$ cat config.mk
export PLATFORM = sky130hd
export DESIGN_NAME = fp_noncomp
export DESIGN_NICKNAME = d
export VERILOG_FILES = /design/src/fp_format_pkg.sv /design/src/noncomp_op_pkg.sv /design/src/fp_classifier.sv /design/src/noncomp_pipe_reg.sv /design/src/noncomp_ops.sv /design/src/fp_noncomp.sv
export SDC_FILE = /design/constraint.sdc
export NUM_CORES = 1
export LEC_CHECK = 0
export BUFFER_PORTS_ARGS = -buffer_cell sky130_fd_sc_hd__buf_2
export CAP_MARGIN = 20
export CORE_MARGIN = 2
export CORE_UTILIZATION = 49
export CTS_CLUSTER_DIAMETER = 150
export DETAILED_ROUTE_END_ITERATION = 12
export PLACE_DENSITY_LB_ADDON = 0.25
export SLEW_MARGIN = 20
export SYNTH_ARGS = -nofsm -noshare
export SYNTH_HDL_FRONTEND = slang
export SYNTH_SLANG_ARGS = --single-unit
$ cat constraint.sdc
create_clock -name clk_i -period 3.2 [get_ports clk_i]
set_input_delay 0.64 -clock clk_i [delete_from_list [all_inputs] [get_ports clk_i]]
set_output_delay 0.64 -clock clk_i [all_outputs]
set_load 0.05 [all_outputs]
$ cat src/fp_format_pkg.sv
package fp_format_pkg;

  // --------------------
  // Format constants
  // --------------------
  // IEEE 754 binary32 layout
  localparam int unsigned FP_WIDTH = 32;
  localparam int unsigned EXP_BITS = 8;
  localparam int unsigned MAN_BITS = 23;

  // Raw operand or result word
  typedef logic [FP_WIDTH-1:0] fp_word_t;
  // Biased exponent and trailing mantissa fields
  typedef logic [EXP_BITS-1:0] fp_exp_t;
  typedef logic [MAN_BITS-1:0] fp_man_t;

  // Sign, exponent and mantissa view of one word
  typedef struct packed {
    logic    sign;
    fp_exp_t exponent;
    fp_man_t mantissa;
  } fp_t;

  // Default quiet NaN, positive with only the mantissa MSB set
  localparam fp_t CANONICAL_NAN = '{
    sign:     1'b0,
    exponent: {EXP_BITS{1'b1}},
    mantissa: {1'b1, {(MAN_BITS-1){1'b0}}}
  };

  // --------------------
  // Classification
  // --------------------
  // Per-operand decode flags
  typedef struct packed {
    logic is_normal;
    logic is_subnormal;
    logic is_zero;
    logic is_inf;
    logic is_nan;
    logic is_signalling;
    logic is_quiet;
    logic is_boxed;
  } fp_info_t;

  // One-hot class mask, bit order as in the RISC-V fclass result
  typedef enum logic [9:0] {
    NEGINF     = 10'h001,
    NEGNORM    = 10'h002,
    NEGSUBNORM = 10'h004,
    NEGZERO    = 10'h008,
    POSZERO    = 10'h010,
    POSSUBNORM = 10'h020,
    POSNORM    = 10'h040,
    POSINF     = 10'h080,
    SNAN       = 10'h100,
    QNAN       = 10'h200
  } classmask_e;

endpackage

$ cat src/noncomp_op_pkg.sv
package noncomp_op_pkg;

  // --------------------
  // Operation encoding
  // --------------------
  // Operation group
  typedef enum logic [1:0] {
    SGNJ,
    MINMAX,
    CMP,
    CLASSIFY
  } operation_e;

  // Rounding mode field, reused to select the variant inside a group
  typedef enum logic [2:0] {
    RNE = 3'b000,
    RTZ = 3'b001,
    RDN = 3'b010,
    RUP = 3'b011
  } roundmode_e;

  // Exception flags, invalid down to inexact
  typedef struct packed {
    logic NV;
    logic DZ;
    logic OF;
    logic UF;
    logic NX;
  } status_t;

  // Request tag, returned unchanged with the response
  localparam int unsigned TAG_BITS = 4;
  typedef logic [TAG_BITS-1:0] tag_t;

  // --------------------
  // Request and response
  // --------------------
  typedef struct packed {
    fp_format_pkg::fp_word_t [1:0] operands;
    logic [1:0]                    is_boxed;
    roundmode_e                    rnd_mode;
    operation_e                    op;
    logic                          op_mod;
    tag_t                          tag;
  } noncomp_req_t;

  typedef struct packed {
    fp_format_pkg::fp_word_t    result;
    status_t                    status;
    logic                       extension_bit;
    fp_format_pkg::classmask_e  class_mask;
    logic                       is_class;
    tag_t                       tag;
  } noncomp_rsp_t;

endpackage

$ cat src/fp_classifier.sv
module fp_classifier (
  input  fp_format_pkg::fp_word_t [1:0] operands_i,
  input  logic                    [1:0] is_boxed_i,
  output fp_format_pkg::fp_info_t [1:0] info_o
);

  // One decoder per operand
  for (genvar i = 0; i < 2; i++) begin : gen_operand
    fp_format_pkg::fp_t value;
    logic               exp_zero;
    logic               exp_ones;
    logic               man_zero;
    logic               is_nan;

    assign value    = fp_format_pkg::fp_t'(operands_i[i]);
    // Field decode
    assign exp_zero = (value.exponent == '0);
    assign exp_ones = (value.exponent == '1);
    assign man_zero = (value.mantissa == '0);

    // A word that is not NaN-boxed counts as a quiet NaN
    assign is_nan = ~is_boxed_i[i] | (exp_ones & ~man_zero);

    assign info_o[i].is_normal     = is_boxed_i[i] & ~exp_zero & ~exp_ones;
    assign info_o[i].is_subnormal  = is_boxed_i[i] & exp_zero & ~man_zero;
    assign info_o[i].is_zero       = is_boxed_i[i] & exp_zero & man_zero;
    assign info_o[i].is_inf        = is_boxed_i[i] & exp_ones & man_zero;
    assign info_o[i].is_nan        = is_nan;
    // Mantissa MSB clear means signalling
    assign info_o[i].is_signalling = is_boxed_i[i] & is_nan & ~value.mantissa[$high(value.mantissa)];
    assign info_o[i].is_quiet      = is_nan & ~info_o[i].is_signalling;
    assign info_o[i].is_boxed      = is_boxed_i[i];
  end

endmodule

$ cat src/noncomp_pipe_reg.sv
module noncomp_pipe_reg #(
  parameter type payload_t = logic
) (
  input  logic     clk_i,
  input  logic     rst_n_i,
  input  logic     flush_i,
  // Upstream side
  input  logic     valid_i,
  output logic     ready_o,
  input  payload_t data_i,
  // Downstream side
  output logic     valid_o,
  input  logic     ready_i,
  output payload_t data_o
);

  logic     valid_q;
  payload_t data_q;

  // --------------------
  // Handshake
  // --------------------
  // Accept when empty or when the held item leaves this cycle
  assign ready_o = ready_i | ~valid_q;

  // Valid bit, cleared by reset or flush
  always_ff @(posedge clk_i) begin
    if (!rst_n_i) begin
      valid_q <= 1'b0;
    end else if (flush_i) begin
      valid_q <= 1'b0;
    end else if (ready_o) begin
      valid_q <= valid_i;
    end
  end

  // --------------------
  // Payload
  // --------------------
  // Load only on an actual transfer
  always_ff @(posedge clk_i) begin
    if (ready_o && valid_i) begin
      data_q <= data_i;
    end
  end

  assign valid_o = valid_q;
  assign data_o  = data_q;

endmodule

$ cat src/noncomp_ops.sv
module noncomp_ops (
  input  noncomp_op_pkg::noncomp_req_t req_i,
  output noncomp_op_pkg::noncomp_rsp_t rsp_o
);

  fp_format_pkg::fp_info_t [1:0] info;
  fp_format_pkg::fp_t            operand_a;
  fp_format_pkg::fp_t            operand_b;
  fp_format_pkg::fp_info_t       info_a;
  fp_format_pkg::fp_info_t       info_b;
  logic                          any_nan;
  logic                          any_snan;
  logic                          operands_equal;
  logic                          a_smaller;
  logic                          sign_a;
  logic                          sign_b;
  fp_format_pkg::fp_t            sgnj_result;
  logic                          sgnj_ext;
  fp_format_pkg::fp_t            minmax_result;
  logic                          cmp_bit;
  logic                          cmp_nv;
  fp_format_pkg::classmask_e     class_mask;

  // Operand decode
  fp_classifier u_classifier (
    .operands_i (req_i.operands),
    .is_boxed_i (req_i.is_boxed),
    .info_o     (info)
  );

  assign operand_a = fp_format_pkg::fp_t'(req_i.operands[0]);
  assign operand_b = fp_format_pkg::fp_t'(req_i.operands[1]);
  assign info_a    = info[0];
  assign info_b    = info[1];

  assign any_nan  = info_a.is_nan | info_b.is_nan;
  assign any_snan = info_a.is_signalling | info_b.is_signalling;

  // --------------------
  // Shared compare terms
  // --------------------
  // +0 and -0 compare equal
  assign operands_equal = (req_i.operands[0] == req_i.operands[1])
                          | (info_a.is_zero & info_b.is_zero);
  // Unsigned order flips once a negative operand is involved
  assign a_smaller = (req_i.operands[0] < req_i.operands[1])
                     ^ (operand_a.sign | operand_b.sign);

  // --------------------
  // Sign injection
  // --------------------
  // Signs of unboxed operands read as positive
  assign sign_a = operand_a.sign & info_a.is_boxed;
  assign sign_b = operand_b.sign & info_b.is_boxed;

  always_comb begin
    sgnj_result = info_a.is_boxed ? operand_a : fp_format_pkg::CANONICAL_NAN;
    case (req_i.rnd_mode)
      noncomp_op_pkg::RNE: sgnj_result.sign = sign_b;
      noncomp_op_pkg::RTZ: sgnj_result.sign = ~sign_b;
      noncomp_op_pkg::RDN: sgnj_result.sign = sign_a ^ sign_b;
      // Passthrough skips the boxing check
      noncomp_op_pkg::RUP: sgnj_result = operand_a;
      default:             sgnj_result = operand_a;
    endcase
  end

  // op_mod asks for integer sign extension of the result
  assign sgnj_ext = req_i.op_mod ? sgnj_result.sign : 1'b1;

  // --------------------
  // Min / max
  // --------------------
  always_comb begin
    if (info_a.is_nan && info_b.is_nan) begin
      minmax_result = fp_format_pkg::CANONICAL_NAN;
    end else if (info_a.is_nan) begin
      minmax_result = operand_b;
    end else if (info_b.is_nan) begin
      minmax_result = operand_a;
    end else begin
      case (req_i.rnd_mode)
        noncomp_op_pkg::RNE: minmax_result = a_smaller ? operand_a : operand_b;
        noncomp_op_pkg::RTZ: minmax_result = a_smaller ? operand_b : operand_a;
        default:             minmax_result = fp_format_pkg::CANONICAL_NAN;
      endcase
    end
  end

  // --------------------
  // Compare
  // --------------------
  always_comb begin
    cmp_bit = 1'b0;
    cmp_nv  = 1'b0;
    if (any_snan) begin
      // Only "not equal" reports true on an sNaN
      cmp_nv  = 1'b1;
      cmp_bit = (req_i.rnd_mode == noncomp_op_pkg::RDN) & req_i.op_mod;
    end else begin
      case (req_i.rnd_mode)
        // LE and LT are signalling, a qNaN is invalid
        noncomp_op_pkg::RNE: begin
          if (any_nan) cmp_nv = 1'b1;
          else cmp_bit = (a_smaller | operands_equal) ^ req_i.op_mod;
        end
        noncomp_op_pkg::RTZ: begin
          if (any_nan) cmp_nv = 1'b1;
          else cmp_bit = (a_smaller & ~operands_equal) ^ req_i.op_mod;
        end
        // EQ is quiet, NaN never equal
        noncomp_op_pkg::RDN: begin
          if (any_nan) cmp_bit = req_i.op_mod;
          else cmp_bit = operands_equal ^ req_i.op_mod;
        end
        default: cmp_bit = 1'b0;
      endcase
    end
  end

  // --------------------
  // Classify
  // --------------------
  always_comb begin
    if (info_a.is_normal) begin
      class_mask = operand_a.sign ? fp_format_pkg::NEGNORM : fp_format_pkg::POSNORM;
    end else if (info_a.is_subnormal) begin
      class_mask = operand_a.sign ? fp_format_pkg::NEGSUBNORM : fp_format_pkg::POSSUBNORM;
    end else if (info_a.is_zero) begin
      class_mask = operand_a.sign ? fp_format_pkg::NEGZERO : fp_format_pkg::POSZERO;
    end else if (info_a.is_inf) begin
      class_mask = operand_a.sign ? fp_format_pkg::NEGINF : fp_format_pkg::POSINF;
    end else if (info_a.is_signalling) begin
      class_mask = fp_format_pkg::SNAN;
    end else begin
      class_mask = fp_format_pkg::QNAN;
    end
  end

  // --------------------
  // Result select
  // --------------------
  always_comb begin
    rsp_o            = '0;
    rsp_o.class_mask = class_mask;
    rsp_o.is_class   = (req_i.op == noncomp_op_pkg::CLASSIFY);
    rsp_o.tag        = req_i.tag;
    unique case (req_i.op)
      noncomp_op_pkg::SGNJ: begin
        rsp_o.result        = fp_format_pkg::fp_word_t'(sgnj_result);
        rsp_o.extension_bit = sgnj_ext;
      end
      noncomp_op_pkg::MINMAX: begin
        rsp_o.result        = fp_format_pkg::fp_word_t'(minmax_result);
        rsp_o.status.NV     = any_snan;
        // Always a float result, keep it NaN-boxed
        rsp_o.extension_bit = 1'b1;
      end
      noncomp_op_pkg::CMP: begin
        rsp_o.result    = fp_format_pkg::fp_word_t'(cmp_bit);
        rsp_o.status.NV = cmp_nv;
      end
      // Mask travels on its own field, result stays zero
      noncomp_op_pkg::CLASSIFY: rsp_o.result = '0;
    endcase
  end

endmodule

$ cat src/fp_noncomp.sv
module fp_noncomp (
  input  logic                         clk_i,
  input  logic                         rst_n_i,
  input  logic                         flush_i,
  // Request side
  input  noncomp_op_pkg::noncomp_req_t req_i,
  input  logic                         in_valid_i,
  output logic                         in_ready_o,
  // Response side
  output noncomp_op_pkg::noncomp_rsp_t rsp_o,
  output logic                         out_valid_o,
  input  logic                         out_ready_i,
  // Anything in flight
  output logic                         busy_o
);

  noncomp_op_pkg::noncomp_req_t req_q;
  logic                         req_valid_q;
  logic                         ops_ready;
  noncomp_op_pkg::noncomp_rsp_t rsp_d;

  // --------------------
  // Input stage
  // --------------------
  noncomp_pipe_reg #(
    .payload_t (noncomp_op_pkg::noncomp_req_t)
  ) u_in_stage (
    .clk_i   (clk_i),
    .rst_n_i (rst_n_i),
    .flush_i (flush_i),
    .valid_i (in_valid_i),
    .ready_o (in_ready_o),
    .data_i  (req_i),
    .valid_o (req_valid_q),
    .ready_i (ops_ready),
    .data_o  (req_q)
  );

  // Operation logic, purely combinational
  noncomp_ops u_ops (
    .req_i (req_q),
    .rsp_o (rsp_d)
  );

  // --------------------
  // Output stage
  // --------------------
  noncomp_pipe_reg #(
    .payload_t (noncomp_op_pkg::noncomp_rsp_t)
  ) u_out_stage (
    .clk_i   (clk_i),
    .rst_n_i (rst_n_i),
    .flush_i (flush_i),
    .valid_i (req_valid_q),
    .ready_o (ops_ready),
    .data_i  (rsp_d),
    .valid_o (out_valid_o),
    .ready_i (out_ready_i),
    .data_o  (rsp_o)
  );

  // Either stage holding an item
  assign busy_o = req_valid_q | out_valid_o;

endmodule

==> results of run 1 <==
-- per-stage QoR --
step	util (%)	setup WS (ns)	TNS (ns)
5_1_grt	65.06	-0.03947	-0.4694
3_3_place_gp	58.68	0.04618	0
2_1_floorplan	-	0.1052	0
4_1_cts	64.08	0.004163	0
6_report	65.06	0.09891	0
3_5_place_dp	58.68	-0.07028	-0.07028
-- Yosys cell counts (2+ instances only) --
master    count  area share [%]
dfxtp_1       2            0.67
o31ai_1       2            0.25
a211oi_1      5            0.63
and3_1        3            0.31
nor2b_1       4            0.42
nor3_1        7            0.59
xnor2_1       2            0.29
mux2i_1       2            0.33
a21o_1        6            0.75
nand2b_1      4            0.42
nand2_1      22             1.4
clkbuf_1      3            0.19
nand4_1       9            0.94
buf_2         5            0.42
o21ai_0      31             2.6
a22oi_1       2            0.25
nor4_1       16             1.7
and2_1        3            0.31
a32oi_1       3            0.44
nor2_1       36             2.3
ha_1         37             7.7
o211ai_1      2            0.25
a21oi_1      15             1.3
o311ai_0      8             1.2
nand3_1       8            0.67
a31oi_1       4            0.42
inv_1        42             2.6
or2_2         2            0.21
and4_1        6            0.88
a22o_1       21             3.1
buf_4         4            0.50
edfxtp_1    125              63
-- layout make-up --
type	instances	area (um^2)	area share [%]
flip-flops and latches	127	3794	48.75
clock inverters	10	161.4	2.074
inverters	42	157.7	2.026
multi-input cells	283	2069	26.59
repair buffers	164	942.2	12.11
clock buffers	22	474.2	6.093
well taps	147	183.9	2.363
-- repair_timing --
action	4_1_cts	5_1_grt
resized for setup	3	24
setup endpoints to repair	4	31
gates cloned	0	1
hold endpoints to repair	0	0
buffers inserted	0	3
pin swaps	0	5
-- routing by layer --
layer	vias to the layer above	track usage [%]	share of wire, %
met2	179	38.07	50
met5	-	0	0
li1	2124	-	-
met1	2120	29.71	42
met3	24	5.029	5.7
met4	0	9.187	1.9
-- logic make-up (layout without fill, tap and decap cells) --
logic type,Yosys count,after routing
other,1,4
flip-flops,127,127
AND/OR/NAND/NOR,127,127
XOR/XNOR,3,3
AO/OA/AOI/OAI,110,110
multiplexers,2,2
adder cells (fa/ha/maj),37,37
buffers and inverters,55,238
-- power by group through the flow --
stage | sequential, mW | clock, mW | combinational, mW
final | 1.97 | 2.06 | 0.441
after floorplan | 2.04 | 0 | 0.212
after global routing | 1.98 | 2.16 | 0.483
after global placement | 2.00 | 0 | 0.402
after detailed placement | 2.00 | 0 | 0.416
after CTS | 1.97 | 2.09 | 0.419
-- state kept, by name, summed over array words and instances, names as in the netlist --
| signal | flops |
|---|---|
| u_out_stage.data_o | 49 |
| u_out_stage.valid_o | 1 |
| u_in_stage.data_o | 76 |
| u_in_stage.valid_o | 1 |
-- worst max path at each step --
stage,depth (start not counted),from,to
finish,12,u_in_stage.data_o[75],u_out_stage.data_o[43]
global route,12,u_in_stage.data_o[43],u_out_stage.data_o[32]
CTS,12,u_in_stage.data_o[73],u_out_stage.data_o[43]
detailed placement,12,u_in_stage.data_o[73],u_out_stage.data_o[45]
global placement,12,u_in_stage.data_o[75],u_out_stage.data_o[45]
floorplan,12,u_in_stage.data_o[43],u_out_stage.data_o[43]
==> results list, run 1 <==
* Worst slew margin relative to its limit: 51.86%
- Result of the run: finished clean
- Top delay family on crit path: simple AND/OR/NAND/NOR gates
- For the worst-skew pair, the clock arrives at the later sink with an insertion delay of 0.42 ns.
* Cell row count: 40
- Filler Cells Inserted: 902
- The smallest clock period supported by the final layout is computed as 3.101 ns.
* Synthesized-area fraction occupied by adder cells: 7.737%
- Entering global routing, the biggest net connects 48 pins.
- Endpoint class of the critical path: register
* Critical path launch point type: register
- In this run, the number of DRC markers left after iteration 0 of detailed routing was 278.
- DRC violations left: 0
* R2R depth: 12
- Net Sw Power: 1.017 mW
- Crit path cell chain: inv_2 > ha_1 > nand4b_4 > or4_4 > or2_4 > a31o_4 > nand3b_4 > a31oi_4 > buf_6 > or3b_1 > a21oi_2 > a21oi_1
* DP HPWL: 10.53 mm
- The worst hold path terminates at u_in_stage.data_o[52].
- The area growth from synthesis to layout is 30.07%.
* Hold Path Origin: req_i[52]
- TritonCTS clock tree: done
- Of the total synthesized cell area, the portion taken by XOR and XNOR cells is 0.4391%.
- Count of buffering cells on the critical path with inverters included: 2
* Fraction of the yosys area taken by sequential cells: 63.40%
* Setup CP Type: register to register
- Number of vias per cell after detailed routing: 5.594
- After detailed placement, the design holds a cell count of 759.
- For this run, the number of standard cells in the final layout without fillers is 795.
* Die Outline Area: 13110 um^2
* Routability congestion estimate from global placement: 0.8662
- Initial cell density of the core: 50.02%
* Sequential share of power: 44.1%
- Cell with the biggest individual delay on the critical path: or4_4
- The post-route netlist has 33.80% of its cells at a drive strength greater than 1.
* Final setup violation count: 0
* Clock tree sinks: 127
- Total number of vias: 4447
- Average instance area after synthesis: 12.95 um^2
- Area after detailed placement: 7019 um^2
- Max Fanout on Critical Path: 5
* Antenna cell count: 0
* Die width: 114.5 um
- The first global-routing pass estimated 22.47 mm of wire.
- Total power density per cell area: 574.2 nW/um^2
- Yosys mapped the design onto 53 distinct sky130hd cell types.
* Port Buffer Count: 132
- Share of power burned in the clock network: 46.1%
* Leakage power: 3.293 nW
- Simple logic cell fraction of the synthesized area: 11.36%
- Synthesis inferred 127 register bits.
- Endpoint of the worst-slack reg-to-reg timing path: u_out_stage.data_o[43]
- Among all flip-flop cells after synthesis, the most frequent one is edfxtp_1.
- Deepest level of the CTS H-tree: 4
* Cts bufs inserted: 17
* Worst hold path cell count: 1
- Yosys printed 0 warnings.
* Routed wire length: 14.59 mm
* Maximum clock path buffer count: 2
* Async set-or-reset flop fraction in the synthesized netlist: 0%
- In the final routed layout, each cell accounts on average for 18.36 um.
- Most common cell after layout, fill and taps aside: buf_2
- In this design, the stage delay of the slowest critical-path cell is 0.51 ns.
- Switching part of the total: 22.76%
- Synth Area in Compound Gates: 12.74%
* Number of standard cells after synthesis: 462
- 137 I/O pins were placed.
* Reg-to-reg critical path startpoint: u_in_stage.data_o[75]
* Dominant combinational cell family by area after synthesis: compound AO/OA/AOI/OAI gates
- The synthesized design contains 125 enable-type register cells.
- The internal portion of the total power is 3.452 mW.
- The via count of the first global-routing pass came to 4352.
- Data required time of the worst path: 3.36 ns
- Final critical-path share of the clock period: 96.91%
* Register-to-Register Setup Slack: 0.1 ns
* Total chip power: 4.469 mW
- After floorplanning, the core was sized to cover 11960 um^2.
- Combinational logic is responsible for 9.9% of the overall power.
- Multiplexer fraction of the synthesized cell area: 0.3346%
- Number of max-slew violations in the final report: 0
- Highest attainable clock frequency: 322.5 MHz
- In this run the clock root is driven by a clkbuf_16.
- The detail route stage leaves a number of antenna-violating nets equal to 0.
- The final hold violation count came to 0.
* Final net count: 753
- The tightest hold path in the finished design has a slack of 0.3902 ns.
- Clock-pin slew was measured on the worst setup and hold paths at 0.05 ns.
- Hold buffers post-CTS: 0
- On the final layout, the worst clock skew is 0.007115 ns.
* Number of antenna violations at the first check in global routing: 0
- Summing every instance area after synthesis gives 5983 um^2.
- The path class of the tightest hold or removal check is input port to register.
* Transition time of the tightest slew-check pin: 0.7195 ns
* Height of the chip: 114.5 um
* Worst VDD drop: 0.0003502 V
- Total track usage: 23.05%
- Length of the first detailed-routing pass in iterations: 6
- Overflow after GRT: 0
* Commonest non-fill, non-tap cells in the layout: buf_2 (132), edfxtp_1 (125), inv_1 (40)
- Max-cap violations in this run came to 0.
* Design Area, Final: 7782 um^2
- STA puts the critical path data arrival time at 3.26 ns.
(Power assumes the default switching activity.)
==> run 2, diff against run 1 <==
--- a/config.mk
+++ b/config.mk
@@ -8,11 +8,12 @@
 export BUFFER_PORTS_ARGS = -buffer_cell sky130_fd_sc_hd__buf_2
 export CAP_MARGIN = 20
 export CORE_MARGIN = 2
-export CORE_UTILIZATION = 49
+export CORE_UTILIZATION = 50
 export CTS_CLUSTER_DIAMETER = 150
 export DETAILED_ROUTE_END_ITERATION = 12
-export PLACE_DENSITY_LB_ADDON = 0.25
+export PLACE_DENSITY = 0.76
 export SLEW_MARGIN = 20
 export SYNTH_ARGS = -nofsm -noshare
 export SYNTH_HDL_FRONTEND = slang
+export SYNTH_HIERARCHICAL = 1
 export SYNTH_SLANG_ARGS = --single-unit
==> run 2 against run 1 <==
  * Worst hold slack improved by 0.0016 ns
  * Routed wire length increased by 18%
  * Clock skew up 0.0086 ns
  * First-iteration DRC count rose by 71%
  * Highest routed layer unchanged
  * Sequential share of layout area fell by 2.3 points
  * Critical path type unchanged
==> results list, run 2 <==
* Unrepaired setup endpoints after global routing: no
- The area growth from synthesis to layout is 23.79%.
* Worst Hold Class: input port to register
* Number of routed nets with antenna violations: 0 (unchanged)
- The total vias in the final route is 5282 (+19%).
- Total chip power: 4.423 mW (-1.0%)
- Transition time of the tightest slew-check pin: 0.9174 ns (+0.1979 ns)
- The filler cell count in the final layout was 1056 (+17%).
- The die outline height is 120.7 um (+5.4%).
- Synth Cell Area: 6805 um^2 (+14%)
- The number of antenna cells inserted is 0 (unchanged).
- Most common cell after layout, fill and taps aside: buf_2
* Crit path cell chain: ha_1 > nand4_1 > nor2_1 > a221o_1 > o31a_1 > nor3_2 > nor2_2 > a221o_1 > buf_12 > a221o_1
- The CTS buffer count was 17 (unchanged).
- Worst VDD drop: 0.0004183 V (+19%)
- The worst setup path is of the register to register kind.
* Total track usage: 24.15% (+1.1 points)
- Synthesis warning total: 6 (+6)
- The maximum operating frequency came to 324.2 MHz (+0.53%).
- Number of standard cells after synthesis: 573 (+24%)
* Final net count: 843 (+12%)
* WP data arrival: 3.25 ns (about the same)
- Minimum clock period: 3.085 ns (-0.01641 ns)
- The root buffer cell chosen for the clock tree is clkbuf_16.
- The fraction of layout instances using a drive strength above 1 is 30.62% (-3.2 points).
- Number of cells in the design after placement: 880 (+16%)
- Largest register FFs: 76 (unchanged)
- Critical path launch point type: register
* Final-report hold violation count: 0 (unchanged)
- The initial standard-cell utilization of the core was 51.39% (+1.4 points).
- Die width: 120.7 um (+5.4%)
- Number of max-slew violations in the final report: 0 (unchanged)
- The first-iteration detailed-routing DRC count was 476 (+71%).
- Length of the first detailed-routing pass in iterations: 6 (unchanged)
- STA classifies the critical path endpoint as a register.
- Floorplan core area: 13240 um^2 (+11%)
- DRC violations left: 0 (unchanged)
- The H-tree depth reported by CTS came to 4 (unchanged).
- Final Non-Filler Cells: 914 (+15%)
- Total power density per cell area: 525.0 nW/um^2 (-8.6%)
- The top cell types in the final layout, fill and taps aside, are buf_2 (136), edfxtp_1 (129), inv_1 (42).
- The average detailed-routed wire length per instance was 18.77 um (+2.2%).
* Most numerous cell on the critical path: a221o_1
- The leakage power is 3.461 nW (+5.1%).
- Design Area, Final: 8424 um^2 (+8.2%)
- The final period utilization is 96.40% (-0.51 points).
* Max Fanout on Critical Path: 16 (+11)
* Die Outline Area: 14560 um^2 (+11%)
* Final setup violation count: 0 (unchanged)
- The maximum buffer depth of the clock tree came to 2 (unchanged).
- Reg clk slew, reported paths: 0.06 ns (about the same)
- The count of standard-cell rows came to 42 (+5.0%).
- Average instance area after synthesis: 11.88 um^2 (-8.3%)
* Worst slew margin relative to its limit: 38.69% (-13 points)
* Data required time of the worst path: 3.37 ns (about the same)
- The total cell area at the placement stage was 7800 um^2 (+11%).
* Overflow after GRT: 0 (unchanged)
* Result of the run: finished clean
- Routability congestion estimate from global placement: 0.8901 (+2.8%)
- The total of buffers placed on input and output ports came to 136 (+3.0%).
- Pin count of the biggest net entering global routing: 54 (+13%)
- The clock tree skew after final layout was 0.01573 ns (+0.008616 ns).
- Number of global-route vias before repair: 5262 (+21%)
* Routed wire length: 17.15 mm (+18%)
- TritonCTS built the clock tree.
- Number of vias per cell after detailed routing: 5.779 (+3.3%)
- The setup TNS after final layout is 0 ns (unchanged).
- The top-level I/O count was 137 (unchanged).
* DP HPWL: 12.24 mm (+16%)
- The worst hold slack is 0.3918 ns (+0.001561 ns).
- The insertion delay of the later-clocked pin in the worst-skew pair is 0.42 ns (about the same).
- Max Cap Viol: 0 (unchanged)
- First-pass GRT wire length: 26.69 mm (+19%)
* Cell with the biggest individual delay on the critical path: edfxtp_1
- Number of antenna violations at the first check in global routing: 0 (unchanged)
* Highest cell delay on the worst timing path: 0.43 ns (-0.08 ns)
- Clock tree sinks: 131 (+3.1%)
[run 2: cell type report]
cell class	instances	area [um^2]	share of cell area (%)
multi-input combinational	365	2597	30.83
tap	176	220.2	2.614
clock inverter	15	142.6	1.693
clock buffer	17	425.4	5.050
sequential	131	3914	46.46
inverter	43	161.4	1.916
timing repair buffer	167	963.4	11.44
[run 2: report_power, final]
| part | leakage [nW] | internal (mW) | total [mW] | switching [mW] |
|---|---|---|---|---|
| Sequential | 1.29 | 1.98 | 2.04 | 0.0611 |
| Combinational | 1.90 | 0.206 | 0.546 | 0.339 |
| Clock | 0.276 | 1.13 | 1.84 | 0.705 |
| Total | 3.46 | 3.32 | 4.42 | 1.11 |
[run 2: worst paths after layout]
path                               from                      to  slack (ns)  cells after the start
setup / recovery  u_in_stage/data_o[25]  u_out_stage/data_o[24]        0.12                     10
hold / removal                req_i[46]   u_in_stage/data_o[46]        0.39                      1
hold reg to reg    u_in_stage/data_o[2]   u_out_stage/data_o[2]        0.42                      0
setup reg to reg  u_in_stage/data_o[25]  u_out_stage/data_o[24]        0.12                     10
[run 2: per-layer routing]
layer,vias up,share of wire (%),global-route usage (%)
met5,-,0,0
met4,0,1.9,9.593
met3,26,6.7,5.519
met2,244,48,38.42
met1,2510,43,32.22
li1,2502,-,-
[run 2: worst max-delay path, delay by kind of cell, from the launching register on]
family | cells | cell delay [ns]
adder cells (fa/ha/maj) | 1 | 0.34
AND/OR/NAND/NOR | 4 | 0.51
flip-flops | 1 | 0.43
AO/OA/AOI/OAI | 4 | 1.38
buffers and inverters | 1 | 0.17
[run 2: timing repair]
| item | 4_1_cts | 5_1_grt |
|---|---|---|
| hold buffers | 0 | 0 |
| resized for setup | 0 | 8 |
| endpoints found under the setup margin | 0 | 17 |
| setup buffers | 0 | 2 |
[run 2: through the flow]
step	setup WS [ns]	utilization (%)
2_1_floorplan	0.08955	-
3_3_place_gp	0.06035	58.89
3_5_place_dp	0.02919	58.90
4_1_cts	0.006396	63.19
5_1_grt	0.008483	63.61
6_report	0.1153	63.61
==> run 3, diff against run 2 <==
--- a/config.mk
+++ b/config.mk
@@ -8,8 +8,7 @@
 export BUFFER_PORTS_ARGS = -buffer_cell sky130_fd_sc_hd__buf_2
 export CAP_MARGIN = 20
 export CORE_MARGIN = 2
-export CORE_UTILIZATION = 50
-export CTS_CLUSTER_DIAMETER = 150
+export CORE_UTILIZATION = 52
 export DETAILED_ROUTE_END_ITERATION = 12
 export PLACE_DENSITY = 0.76
 export SLEW_MARGIN = 20
==> constraint.sdc (replaced) <==
create_clock -name clk_i -period 3.49 [get_ports clk_i]
set_input_delay 0.698 -clock clk_i [delete_from_list [all_inputs] [get_ports clk_i]]
set_output_delay 0.698 -clock clk_i [all_outputs]
set_load 0.05 [all_outputs]
==> run 3 against run 2 <==
  * Largest power group unchanged
  * Critical path depth shrank 1
  * Critical path type unchanged
  * Flip-flop and latch count is the same
  * Cell area shrank 1.9%
  * Worst hold slack gained 0.027 ns
  * First-iteration DRC count shrank 13%
  * Maximum frequency shrank 6.8%
  * Clock-buffer cell count is the same
  * Total power shrank 7.1%
  * Clock skew shrank 0.0082 ns
==> results list, run 3 (synthesized netlist as in run 2, its figures left out) <==
* Worst-case clock skew: 0.007488 ns (-0.008243 ns)
* Switching part of the total: 24.71% (-0.28 points)
* Cts bufs inserted: 17 (unchanged)
- Final-layout setup total negative slack: 0 ns (unchanged)
- Port Buffer Count: 136 (unchanged)
- Routed wire length: 16.85 mm (-1.8%)
- Post-route worst setup slack: 0.1812 ns (+0.06585 ns)
* DP HPWL: 11.90 mm (-2.8%)
* Worst VDD drop: 0.0004106 V (-1.8%)
- The die outline height was 118.4 um (-1.9%).
* Wire per inst: 18.83 um (+0.31%)
- Result of the run: finished clean
- The total iterations of the first detailed-routing run was 7 (+1).
* Routability congestion estimate from global placement: 0.9148 (+2.8%)
- The tightest min-delay check is of the register to register type.
* Final net count: 828 (-1.8%)
* Worst slew margin relative to its limit: 34.44% (-4.3 points)
- The number of flip-flops in the largest register is 76 (unchanged).
- Net Sw Power: 1.016 mW (-8.1%)
- The DRC violations left was 0 (unchanged).
* Share of power burned in the clock network: 43.1% (+1.5 points)
- WP data arrival: 3.49 ns (+0.24 ns)
* Number of vias per cell after detailed routing: 5.884 (+1.8%)
* Overflow after GRT: 0 (unchanged)
* Worst-case setup slack after placement: 0.1836 ns (+0.1544 ns)
* Reg clk slew, reported paths: 0.06 ns (about the same)
- Critical path launch point type: register
* Number of routed nets with antenna violations: 0 (unchanged)
- The number of max-slew violations in the final report is 0 (unchanged).
* Final setup violation count: 0 (unchanged)
- Setup CP Type: register to register
* Number of global-route vias before repair: 5208 (-1.0%)
- Seq. cell area: 3914 um^2 (unchanged)
* Endpoint class of the critical path: register
* Total power density per cell area: 497.5 nW/um^2 (-5.2%)
* Root cell of the clock tree: clkbuf_16
- Antenna cell count: 0 (unchanged)
- Final Non-Filler Cells: 895 (-2.1%)
* Minimum clock period: 3.309 ns (+0.2242 ns)
- The largest fanout of any net on the critical path was 16 (unchanged).
- The horizontal die dimension is 118.4 um (-1.9%).
- The number of antenna violations at the first check in global routing came to 0 (unchanged).
- Deepest level of the CTS H-tree: 4 (unchanged)
* Sequential share of power: 45.6% (-0.5 points)
- The wire length of the first global-routing pass was 26.54 mm (-0.54%).
- Unrepaired setup endpoints after global routing: no
- Clock tree sinks: 131 (unchanged)
- Die Outline Area: 14020 um^2 (-3.7%)
* Number of cells in the design after placement: 863 (-1.9%)
- Filler Cells Inserted: 994 (-5.9%)
- The required time of the worst setup path is 3.67 ns (+0.30 ns).
* Initial drt markers: 415 (-13%)
- Layout cell share with drive strength beyond 1: 28.22% (-2.4 points)
- Cell row count: 41 (-2.4%)
- Final critical-path share of the clock period: 94.81% (-1.6 points)
- Pin count of the biggest net entering global routing: 77 (+43%)
* TritonCTS clock tree: done
* Synth-to-Final Area Change: 21.38%
* Combinational share of power: 11.4% (-0.9 points)
- The internal power of the cells is 3.094 mW (-6.7%).
- The maximum operating frequency came to 302.2 MHz (-6.8%).
* Total track usage: 24.61% (+0.46 points)
- Initial cell density of the core: 53.49% (+2.1 points)
* Maximum clock path buffer count: 2 (unchanged)
- In the layout the commonest cells are buf_2 (136), edfxtp_1 (129), inv_1 (43), a21oi_1 (43), ha_1 (37).
- Transition time of the tightest slew-check pin: 0.9835 ns (+0.06609 ns)
- The multi-input logic area is 2562 um^2 (-1.3%).
- Most common cell after layout, fill and taps aside: buf_2
* Total I/O pin count: 137 (unchanged)
- Clock latency on the worst-skew pair: 0.43 ns (about the same)
* Max Cap Viol: 0 (unchanged)
- The number of buffers inserted by hold repair at cts came to 0 (unchanged).
- Total number of vias: 5266 (-0.30%)
- Final-report hold violation count: 0 (unchanged)
- Leakage power: 3.395 nW (-1.9%)
- The floorplan core area was 12720 um^2 (-3.9%).
run 3: cell count changes in the layout (fill, tap and decap cells not counted), sizes merged:
| cell | change |
|---|---|
| buf | -15 |
| clkinvlp | -2 |
| bufinv | +1 |
| inv | +1 |
run 3: metrics by stage:
step | total power, mW | area, um^2 | util [%] | hold WS [ns]
after global routing | 4.254 | 8260 | 64.93 | 0.4211
final | 4.110 | 8260 | 64.93 | 0.4190
after floorplan | 2.198 | 6817 | - | 0.4867
after CTS | 4.133 | 8249 | 64.84 | 0.4214
after global placement | 2.340 | 7659 | 60.20 | 0.4014
after detailed placement | 2.358 | 7659 | 60.20 | 0.4080
run 3: per-layer routing:
metal  part of all wire [%]  wire length, um  GRT usage (%)
met3                    8.2             1381          5.068
met4                    2.5              414          10.49
met1                     41             6871          31.84
met5                      0                0              0
met2                     49             8181          40.35
run 3: layout make-up:
class	instances	area share, %
flip-flops and latches	131	47.38
well taps	172	2.605
inverters	43	1.954
clock buffers	17	5.150
repair buffers	152	9.891
multi-input cells	365	31.02
clock inverters	15	1.999
run 3: timing repair:
action | CTS | global route
buffers inserted | 0 | 0
setup endpoints to repair | 0 | 16
resized for setup | 0 | 3
run 3: worst paths after layout:
check	slack, ns	end	cells past startpoint	start
min reg2reg	0.42	u_out_stage/data_o[2]	0	u_in_stage/data_o[2]
max reg2reg	0.18	u_out_stage/data_o[25]	9	u_in_stage/data_o[19]
max	0.18	u_out_stage/data_o[25]	9	u_in_stage/data_o[19]
min	0.42	u_out_stage/data_o[2]	0	u_in_stage/data_o[2]
run 3: critical path, stage by stage, from the launching register on:
cell	delay [ns]
edfxtp_1	0.48
ha_1	0.37
a21oi_1	0.15
o21ai_1	0.11
a221o_1	0.36
o31a_1	0.36
nor3_2	0.23
nor2_2	0.07
a221o_2	0.53
a221o_1	0.41
run 3: power by group through the flow:
stage               clock [mW]  combinational (mW)  sequential [mW]
global route              1.87               0.508             1.88
finish                    1.77               0.467             1.87
detailed placement           0               0.454             1.90
CTS                       1.80               0.458             1.87
floorplan                    0               0.267             1.93
global placement             0               0.440             1.90
